==> src/pq_ctrl_pkg.sv <==
`default_nettype none

package pq_ctrl_pkg;

   // Router step codes, driven by the controller
   typedef enum logic [2:0] {
      ROUTE_CMP   = 3'b000,  // compare and swap against holding word
      ROUTE_INC   = 3'b001,  // Count up after a push
      ROUTE_SHIFT = 3'b011,  // Read word passed straight to write data
      ROUTE_DEC   = 3'b100,  // Count down after a pop
      ROUTE_IDLE  = 3'b111   // Neutral outputs
   } route_t;

   // Controller FSM states
   typedef enum logic [3:0] {
      ST_INIT     = 4'd0,
      ST_IDLE     = 4'd1,
      ST_PUSH_RD  = 4'd2,
      ST_PUSH_WR  = 4'd3,
      ST_PUSH_END = 4'd4,
      ST_POP_RD   = 4'd5,
      ST_POP_WR   = 4'd6,
      ST_POP_END  = 4'd7
   } ctrl_state_t;

endpackage : pq_ctrl_pkg

`default_nettype wire

==> src/pq_data_pkg.sv <==
`default_nettype none

package pq_data_pkg;

   // Default word width of a queue entry
   localparam int DEF_WIDTH = 32;

   // Default number of slots in the queue RAM
   localparam int DEF_DEPTH = 16;

   // End marker rule
   // The all-ones word of the active WIDTH fills every unused slot.
   // Each module builds it from its own WIDTH, so no fixed constant here.
   // The all-ones word is therefore never a legal payload.

endpackage : pq_data_pkg

`default_nettype wire

==> src/pq_top.sv <==
`timescale 1ns/1ps
`default_nettype none

module pq_top
   import pq_data_pkg::*;
   import pq_ctrl_pkg::*;
#(
   parameter int WIDTH = DEF_WIDTH,
   parameter int DEPTH = DEF_DEPTH,
   localparam int AW = $clog2(DEPTH)
) (
   input  wire logic             clk,
   input  wire logic             rst,
   // Push side
   input  wire logic             push,
   input  wire logic [WIDTH-1:0] push_data,
   // Pop side
   input  wire logic             pop,
   output logic      [WIDTH-1:0] pop_data,
   output logic                  pop_valid,
   // Status
   output logic                  busy,
   output logic                  full,
   output logic                  empty,
   output logic      [AW:0]      count
);

   // Controller to RAM and router
   logic [AW-1:0]    mem_addr;
   logic             mem_we;
   route_t           route_mode;
   logic [WIDTH-1:0] hold_value;

   // RAM read data
   logic [WIDTH-1:0] mem_rdata;

   // Router results
   logic [WIDTH-1:0] mem_wdata;
   logic [WIDTH-1:0] hold_next;
   logic [AW:0]      count_next;
   logic             swap;
   logic             at_end;
   logic             full_next;
   logic             empty_next;

   ////////////////////////////////////////////////////////////////////////////
   // Controller
   ////////////////////////////////////////////////////////////////////////////

   queue_ctrl #(
      .WIDTH (WIDTH),
      .DEPTH (DEPTH)
   ) u_ctrl (
      .clk        (clk),
      .rst        (rst),
      .push       (push),
      .push_data  (push_data),
      .pop        (pop),
      .mem_rdata  (mem_rdata),
      .mem_wdata  (mem_wdata),
      .hold_next  (hold_next),
      .count_next (count_next),
      .swap       (swap),
      .at_end     (at_end),
      .full_next  (full_next),
      .empty_next (empty_next),
      .mem_addr   (mem_addr),
      .mem_we     (mem_we),
      .route_mode (route_mode),
      .hold_value (hold_value),
      .count      (count),
      .pop_data   (pop_data),
      .pop_valid  (pop_valid),
      .busy       (busy),
      .full       (full),
      .empty      (empty)
   );

   // Compare, shift and count steps
   value_router #(
      .WIDTH (WIDTH),
      .DEPTH (DEPTH)
   ) u_router (
      .mem_rdata  (mem_rdata),
      .hold_value (hold_value),
      .route_mode (route_mode),
      .count      (count),
      .mem_wdata  (mem_wdata),
      .hold_next  (hold_next),
      .count_next (count_next),
      .swap       (swap),
      .at_end     (at_end),
      .full_next  (full_next),
      .empty_next (empty_next)
   );

   // Sorted storage, front at address 0
   queue_ram #(
      .WIDTH (WIDTH),
      .DEPTH (DEPTH)
   ) u_ram (
      .clk       (clk),
      .mem_addr  (mem_addr),
      .mem_we    (mem_we),
      .mem_wdata (mem_wdata),
      .mem_rdata (mem_rdata)
   );

endmodule : pq_top

`default_nettype wire

==> src/queue_ctrl.sv <==
`timescale 1ns/1ps
`default_nettype none

module queue_ctrl
   import pq_data_pkg::*;
   import pq_ctrl_pkg::*;
#(
   parameter int WIDTH = DEF_WIDTH,
   parameter int DEPTH = DEF_DEPTH,
   localparam int AW = $clog2(DEPTH)
) (
   input  wire logic             clk,
   input  wire logic             rst,
   // Requests
   input  wire logic             push,
   input  wire logic [WIDTH-1:0] push_data,
   input  wire logic             pop,
   // RAM read port and router results
   input  wire logic [WIDTH-1:0] mem_rdata,
   input  wire logic [WIDTH-1:0] mem_wdata,
   input  wire logic [WIDTH-1:0] hold_next,
   input  wire logic [AW:0]      count_next,
   input  wire logic             swap,
   input  wire logic             at_end,
   input  wire logic             full_next,
   input  wire logic             empty_next,
   // RAM and router control
   output logic      [AW-1:0]    mem_addr,
   output logic                  mem_we,
   output route_t                route_mode,
   output logic      [WIDTH-1:0] hold_value,
   output logic      [AW:0]      count,
   // Status and pop result
   output logic      [WIDTH-1:0] pop_data,
   output logic                  pop_valid,
   output logic                  busy,
   output logic                  full,
   output logic                  empty
);

   // End marker for this word width
   localparam logic [WIDTH-1:0] END_WORD  = {WIDTH{1'b1}};
   // Highest slot address
   localparam logic [AW-1:0]    LAST_ADDR = AW'(DEPTH - 1);

   ctrl_state_t      state;
   ctrl_state_t      state_next;
   // Scan address, slot being read
   logic [AW-1:0]    addr;
   logic             read_end;

   // Read word is the end marker
   assign read_end = (mem_rdata == END_WORD);

   ////////////////////////////////////////////////////////////////////////////
   // Next state
   ////////////////////////////////////////////////////////////////////////////

   always_comb begin
      state_next = state;
      case (state)
         ST_INIT: begin
            // First cycle after reset only raises busy
            if (busy && addr == LAST_ADDR) begin
               state_next = ST_IDLE;
            end
         end
         ST_IDLE: begin
            // Push wins over pop
            if (push && !full) begin
               state_next = ST_PUSH_RD;
            end else if (pop && !empty) begin
               state_next = ST_POP_RD;
            end
         end
         ST_PUSH_RD: state_next = ST_PUSH_WR;
         ST_PUSH_WR: begin
            // Stop once the end marker took the carried word
            state_next = at_end ? ST_PUSH_END : ST_PUSH_RD;
         end
         ST_PUSH_END: state_next = ST_IDLE;
         ST_POP_RD:   state_next = ST_POP_WR;
         ST_POP_WR: begin
            // Slot 0 read is the front word, shift starts after it
            if (addr != '0 && (read_end || addr == LAST_ADDR)) begin
               state_next = ST_POP_END;
            end else begin
               state_next = ST_POP_RD;
            end
         end
         ST_POP_END:  state_next = ST_IDLE;
         default:     state_next = ST_IDLE;
      endcase
   end

   ////////////////////////////////////////////////////////////////////////////
   // RAM address, write enable and router step
   ////////////////////////////////////////////////////////////////////////////

   always_comb begin
      route_mode = ROUTE_IDLE;
      mem_we     = 1'b0;
      mem_addr   = addr;
      case (state)
         // Router idle drives the end marker
         ST_INIT:     mem_we = busy;
         ST_PUSH_WR: begin
            route_mode = ROUTE_CMP;
            // Slot unchanged unless swapped
            mem_we     = swap;
         end
         ST_PUSH_END: route_mode = ROUTE_INC;
         ST_POP_WR: begin
            route_mode = ROUTE_SHIFT;
            // Write one slot below the read
            mem_addr   = addr - 1'b1;
            mem_we     = (addr != '0);
         end
         ST_POP_END: begin
            // End marker behind the last word
            route_mode = ROUTE_DEC;
            mem_we     = 1'b1;
         end
         default: begin
            route_mode = ROUTE_IDLE;
         end
      endcase
   end

   ////////////////////////////////////////////////////////////////////////////
   // Control registers
   ////////////////////////////////////////////////////////////////////////////

   always_ff @(posedge clk) begin
      if (rst) begin
         state     <= ST_INIT;
         addr      <= '0;
         busy      <= 1'b0;
         pop_valid <= 1'b0;
         count     <= '0;
         full      <= 1'b0;
         empty     <= 1'b1;
      end else begin
         state     <= state_next;
         busy      <= (state_next != ST_IDLE);
         pop_valid <= 1'b0;
         case (state)
            ST_INIT: begin
               if (busy) begin
                  addr <= addr + 1'b1;
               end
            end
            // Every scan starts at the front
            ST_IDLE:    addr <= '0;
            ST_PUSH_WR: begin
               if (!at_end) begin
                  addr <= addr + 1'b1;
               end
            end
            ST_POP_WR: begin
               if (addr == '0) begin
                  pop_valid <= 1'b1;
               end
               if (state_next == ST_POP_RD) begin
                  addr <= addr + 1'b1;
               end
            end
            ST_PUSH_END, ST_POP_END: begin
               count <= count_next;
               full  <= full_next;
               empty <= empty_next;
            end
            default: begin
               addr <= addr;
            end
         endcase
      end
   end

   ////////////////////////////////////////////////////////////////////////////
   // Payload registers
   ////////////////////////////////////////////////////////////////////////////

   always_ff @(posedge clk) begin
      // Holding word, loaded on an accepted push
      if (state == ST_IDLE && state_next == ST_PUSH_RD) begin
         hold_value <= push_data;
      end else if (state == ST_PUSH_WR) begin
         hold_value <= hold_next;
      end
      // Front word through the shift path
      if (state == ST_POP_WR && addr == '0) begin
         pop_data <= mem_wdata;
      end
   end

endmodule : queue_ctrl

`default_nettype wire

==> src/queue_ram.sv <==
`timescale 1ns/1ps
`default_nettype none

module queue_ram
   import pq_data_pkg::*;
#(
   parameter int WIDTH = DEF_WIDTH,
   parameter int DEPTH = DEF_DEPTH,
   localparam int AW = $clog2(DEPTH)
) (
   input  wire logic             clk,
   input  wire logic [AW-1:0]    mem_addr,
   input  wire logic             mem_we,
   input  wire logic [WIDTH-1:0] mem_wdata,
   output logic      [WIDTH-1:0] mem_rdata
);

   // Storage array, block RAM style
   logic [WIDTH-1:0] mem [DEPTH];

   ////////////////////////////////////////////////////////////////////////////
   // Single port, write first
   ////////////////////////////////////////////////////////////////////////////

   always_ff @(posedge clk) begin
      if (mem_we) begin
         mem[mem_addr] <= mem_wdata;
         // New word shows on the read port
         mem_rdata     <= mem_wdata;
      end else begin
         // Registered read, one cycle after the address
         mem_rdata     <= mem[mem_addr];
      end
   end

endmodule : queue_ram

`default_nettype wire

==> src/value_router.sv <==
`timescale 1ns/1ps
`default_nettype none

module value_router
   import pq_data_pkg::*;
   import pq_ctrl_pkg::*;
#(
   parameter int WIDTH = DEF_WIDTH,
   parameter int DEPTH = DEF_DEPTH,
   localparam int AW = $clog2(DEPTH)
) (
   input  wire logic [WIDTH-1:0] mem_rdata,
   input  wire logic [WIDTH-1:0] hold_value,
   input  wire route_t           route_mode,
   input  wire logic [AW:0]      count,
   output logic      [WIDTH-1:0] mem_wdata,
   output logic      [WIDTH-1:0] hold_next,
   output logic      [AW:0]      count_next,
   output logic                  swap,
   output logic                  at_end,
   output logic                  full_next,
   output logic                  empty_next
);

   ////////////////////////////////////////////////////////////////////////////
   // Constants
   ////////////////////////////////////////////////////////////////////////////

   // End marker for this word width
   localparam logic [WIDTH-1:0] END_WORD = {WIDTH{1'b1}};
   // Count value of a full queue
   localparam logic [AW:0] FULL_COUNT = (AW+1)'(DEPTH);

   ////////////////////////////////////////////////////////////////////////////
   // Routing step
   ////////////////////////////////////////////////////////////////////////////

   always_comb begin
      // Neutral values, end marker on the write path
      mem_wdata  = END_WORD;
      hold_next  = hold_value;
      count_next = count;
      swap       = 1'b0;
      at_end     = 1'b0;

      case (route_mode)
         ROUTE_CMP: begin
            // Larger word stays in memory, smaller one moves on
            at_end = (mem_rdata == END_WORD);
            swap   = (hold_value > mem_rdata) || at_end;
            if (swap) begin
               mem_wdata = hold_value;
               hold_next = mem_rdata;
            end else begin
               mem_wdata = mem_rdata;
               hold_next = hold_value;
            end
         end

         ROUTE_SHIFT: begin
            // Slot i+1 copied down to slot i
            mem_wdata = mem_rdata;
         end

         ROUTE_INC: begin
            count_next = count + 1'b1;
         end

         ROUTE_DEC: begin
            count_next = count - 1'b1;
         end

         default: begin
            // Idle, defaults hold
         end
      endcase
   end

   // Flags follow the stepped count
   assign full_next  = (count_next == FULL_COUNT);
   assign empty_next = (count_next == '0);

endmodule : value_router

`default_nettype wire

==> config.mk <==
export PLATFORM = sky130hd
export DESIGN_NAME = pq_top
export DESIGN_NICKNAME = d
export VERILOG_FILES = /design/src/pq_ctrl_pkg.sv /design/src/pq_data_pkg.sv /design/src/pq_top.sv /design/src/queue_ctrl.sv /design/src/queue_ram.sv /design/src/value_router.sv
export SDC_FILE = /design/constraint.sdc
export NUM_CORES = 1
export LEC_CHECK = 0
export ABC_AREA = 1
export CORE_MARGIN = 1
export CORE_UTILIZATION = 35
export DETAILED_ROUTE_END_ITERATION = 12
export DONT_BUFFER_PORTS = 1
export MAX_ROUTING_LAYER = met4
export PLACE_DENSITY = 0.54
export SLEW_MARGIN = 20
export SYNTH_ARGS = -nofsm -noshare
export SYNTH_HDL_FRONTEND = slang
export SYNTH_SLANG_ARGS = --single-unit
==> constraint.sdc <==
create_clock -name clk -period 6.35 [get_ports clk]
set_input_delay 1.27 -clock clk [delete_from_list [all_inputs] [get_ports clk]]
set_output_delay 1.27 -clock clk [all_outputs]
set_load 0.03 [all_outputs]
==> results.sh <==
export IMPL_cts_tree="built"
export IMPL_antenna_found_initial=5
export IMPL_worst_setup_path_end_kind="flop"
export IMPL_hold_class="flop to flop"
export IMPL_final_fill_count=6996
export IMPL_dieWidth_um=275
export IMPL_report_final_slew_viol_count=0
export IMPL_final_common_cell="nand2_1"
export IMPL_syn_area_per_cell_um2=10.7
export IMPL_timing_final_crit_share_pct=83.9
export IMPL_synth_enable_flop_cells=576
export IMPL_critPathKind="flop to flop"
export IMPL_die_area_mm2=0.0756
export IMPL_drt_antenna_violating_nets=0
export IMPL_slowest_delay_ns=0.69
export IMPL_register_area_mm2=0.0177
export IMPL_drive_above_1_share_pct=7.71
export IMPL_synth_async_reset_ratio_pct=0
export IMPL_first_iter_violations=1672
export IMPL_critical_path_reg2reg_endpoint="u_ram.mem[14][12]"
export IMPL_synth_top_area_cell="edfxtp_1"
export IMPL_cts_buffers_inserted=60
export IMPL_yosysSeqAreaShare_pct=68.0
export IMPL_cts_post_setup_buffers_inserted=0
export IMPL_grt_usage_pct=20.1
export IMPL_critical_path_max_fanout=121
export IMPL_drtPass1Iterations=10
export IMPL_critical_path_slowest_cell="inv_6"
export IMPL_route_detailed_vias_per_inst=5.16
export IMPL_power_density_mw_per_mm2=306
export IMPL_power_ir_vdd_worst_uv=213
export IMPL_number_of_unique_standard_cell_types_used_by_synthesis=42
export IMPL_synth_warnings=0
export IMPL_placed_cell_area_mm2=0.0274
export IMPL_status="complete, but fails checks"
export IMPL_report_final_hold_viol_count=0
export IMPL_worst_r2r_cell_count=26
export IMPL_layout_core_utilization_pct=40.3
export IMPL_clkLatencyLatePin_ns=0.64
export IMPL_setup_viol=0
export IMPL_finClkSkew_ns=0.0237
export IMPL_clock_fmax_mhz=188
export IMPL_ys_flop_type="edfxtp_1"
export IMPL_clkTransAtPathRegs_ns=0.06
export IMPL_grt_first_pass_wirelength_um=110000
export IMPL_finalInstanceArea_mm2=0.0295
export IMPL_final_setup_tns_ns=0
export IMPL_first_global_vias=17100
export IMPL_ys_seq_elements=597
export IMPL_violations_in_the_final_reports="design-rule violations"
export IMPL_critPathLaunchType="flop"
export IMPL_timing_worst_slew_pin_value_ns=0.993
export IMPL_grt_start_max_net_pins=181
export IMPL_place_congestion=0.898
export IMPL_cts_hold_fix_buffers=0
export IMPL_synth_area_top_cells="edfxtp_1, nand2_1, nand3_1, nor2_1, inv_1"
export IMPL_synthesis_instances=2434
export IMPL_totalWireLength_um=73400
export IMPL_portBuffers=0
export IMPL_fp_row_count=99
export IMPL_netlist_area_leader_share_pct=66.4
export IMPL_num_io_pins=77
export IMPL_fin_nets=2501
export IMPL_critPathMostFrequentCell="nand2_1"
export IMPL_r2r_slack_ns=1.02
export IMPL_post_cts_resized_instances=0
export IMPL_clock_tree_buffer_depth=3
export IMPL_cp_data_required_time_ns=6.68
export IMPL_timing_slew_headroom_pct=33.8
export IMPL_clock_sinks=597
export IMPL_layout_cells_most_common_list="nand2_1, edfxtp_1, nand3_1, nor2_1, inv_1"
export IMPL_setup_repair_after_global_routing_missed_its_margin="false"
export IMPL_htree_levels=2
export IMPL_routed_wire_length_per_instance_um=21.3
export IMPL_min_period_ns=5.33
export IMPL_initial_core_utilization_pct=35.5
export IMPL_cp_endpoint="u_ram.mem[14][12]"
export IMPL_max_cap_viol_count=0
export IMPL_die_y_um=275
export IMPL_multiInputGateArea_mm2=0.00704
export IMPL_total_leakage_power_nw=11.4
export IMPL_remaining_drc_errors=2
export IMPL_hpwl_um=43600
export IMPL_holdWs_ns=0.558
export IMPL_mappedNetlistArea_mm2=0.0261
export IMPL_areaGrowthSynthToFinish_pct=13.3
export IMPL_core_area_mm2=0.0733
export IMPL_synth_net_count=2508
export IMPL_cp_arrival_ns=5.66
export IMPL_clock_root_buffer="clkbuf_16"
export IMPL_grt_ovfl_total=0
export IMPL_vias=17800
[synthesized netlist by cell type (6+ instances only)]
cell,instances
o21ai_0,84
nand3_1,286
nor2_1,236
buf_2,51
dfxtp_1,21
nand2_1,656
buf_6,13
ha_1,37
o21ai_1,27
clkbuf_1,46
o211ai_1,37
edfxtp_1,576
buf_1,12
a21oi_1,105
inv_1,191
buf_4,6
[sequential cells by signal (all words and copies together), names as in the netlist, named ones only]
name and cells:
u_ctrl.full 1, u_ctrl.state 4, u_ctrl.busy 1, u_ctrl.count 5
u_ctrl.hold_value 32, u_ctrl.pop_valid 1, u_ctrl.empty 1, u_ram.mem 512
u_ctrl.pop_data 32, u_ctrl.addr 4
[how the worst min path moves through the flow]
stage                                from               to  depth (start not counted)
after global routing       u_ctrl.addr[3]   u_ctrl.addr[3]                          2
after global placement    u_ctrl.state[3]  u_ctrl.state[0]                          2
after CTS                 u_ctrl.state[3]  u_ctrl.state[0]                          2
after detailed placement  u_ctrl.state[3]  u_ctrl.state[0]                          2
final                     u_ctrl.state[3]  u_ctrl.state[0]                          2
after floorplan           u_ctrl.state[3]  u_ctrl.state[0]                          2
[cell type report]
class | count | area share (%)
multi-input cells | 1511 | 23.8
diodes | 5 | 0.0424
repair buffers | 60 | 2.42
clock buffers | 63 | 5.12
flip-flops and latches | 597 | 60.0
inverters | 197 | 2.54
well taps | 959 | 4.06
clock inverters | 48 | 1.93
[critical path, delay by kind of cell (launching register included)]
kind	cells	cell delay, ns
AO/OA/AOI/OAI	2	0.28
adder cells (fa/ha/maj)	1	0.28
buffers and inverters	5	1.69
flip-flops	1	0.38
AND/OR/NAND/NOR	18	2.29
[logic make-up after synthesis]
kind of cell,Yosys count,share of synthesized area (%)
fa+ha+maj,38,1.85
simple gates,1205,19.0
compound gates,262,5.49
flops,597,68.0
xor+xnor,5,0.168
other cells,1,0.0144
buf+inv,326,5.46
[power breakdown]
part	total [mW]	internal [mW]	switching, mW
sequential	4.34	4.31	0.0263
combinational	0.938	0.263	0.676
clock	3.76	2.21	1.54
total	9.03	6.79	2.24
[layer usage]
layer	GRT usage [%]	wire length, um	share of wire, %
met5	-	0	0
met4	6.18	2160	2.9
met3	3.59	5360	7.3
met2	30.8	33800	46
met1	27.0	32200	44
[through the flow]
step | total power [mW] | instances | setup slack [ns]
2_1_floorplan | 5.06 | 2434 | 1.88
3_3_place_gp | 5.35 | 3324 | 1.07
3_5_place_dp | 5.36 | 3324 | 1.05
4_1_cts | 9.10 | 3435 | 1.02
5_1_grt | 9.34 | 3440 | 0.582
6_report | 9.03 | 3440 | 1.02
Power figures use the tool's default switching activity.
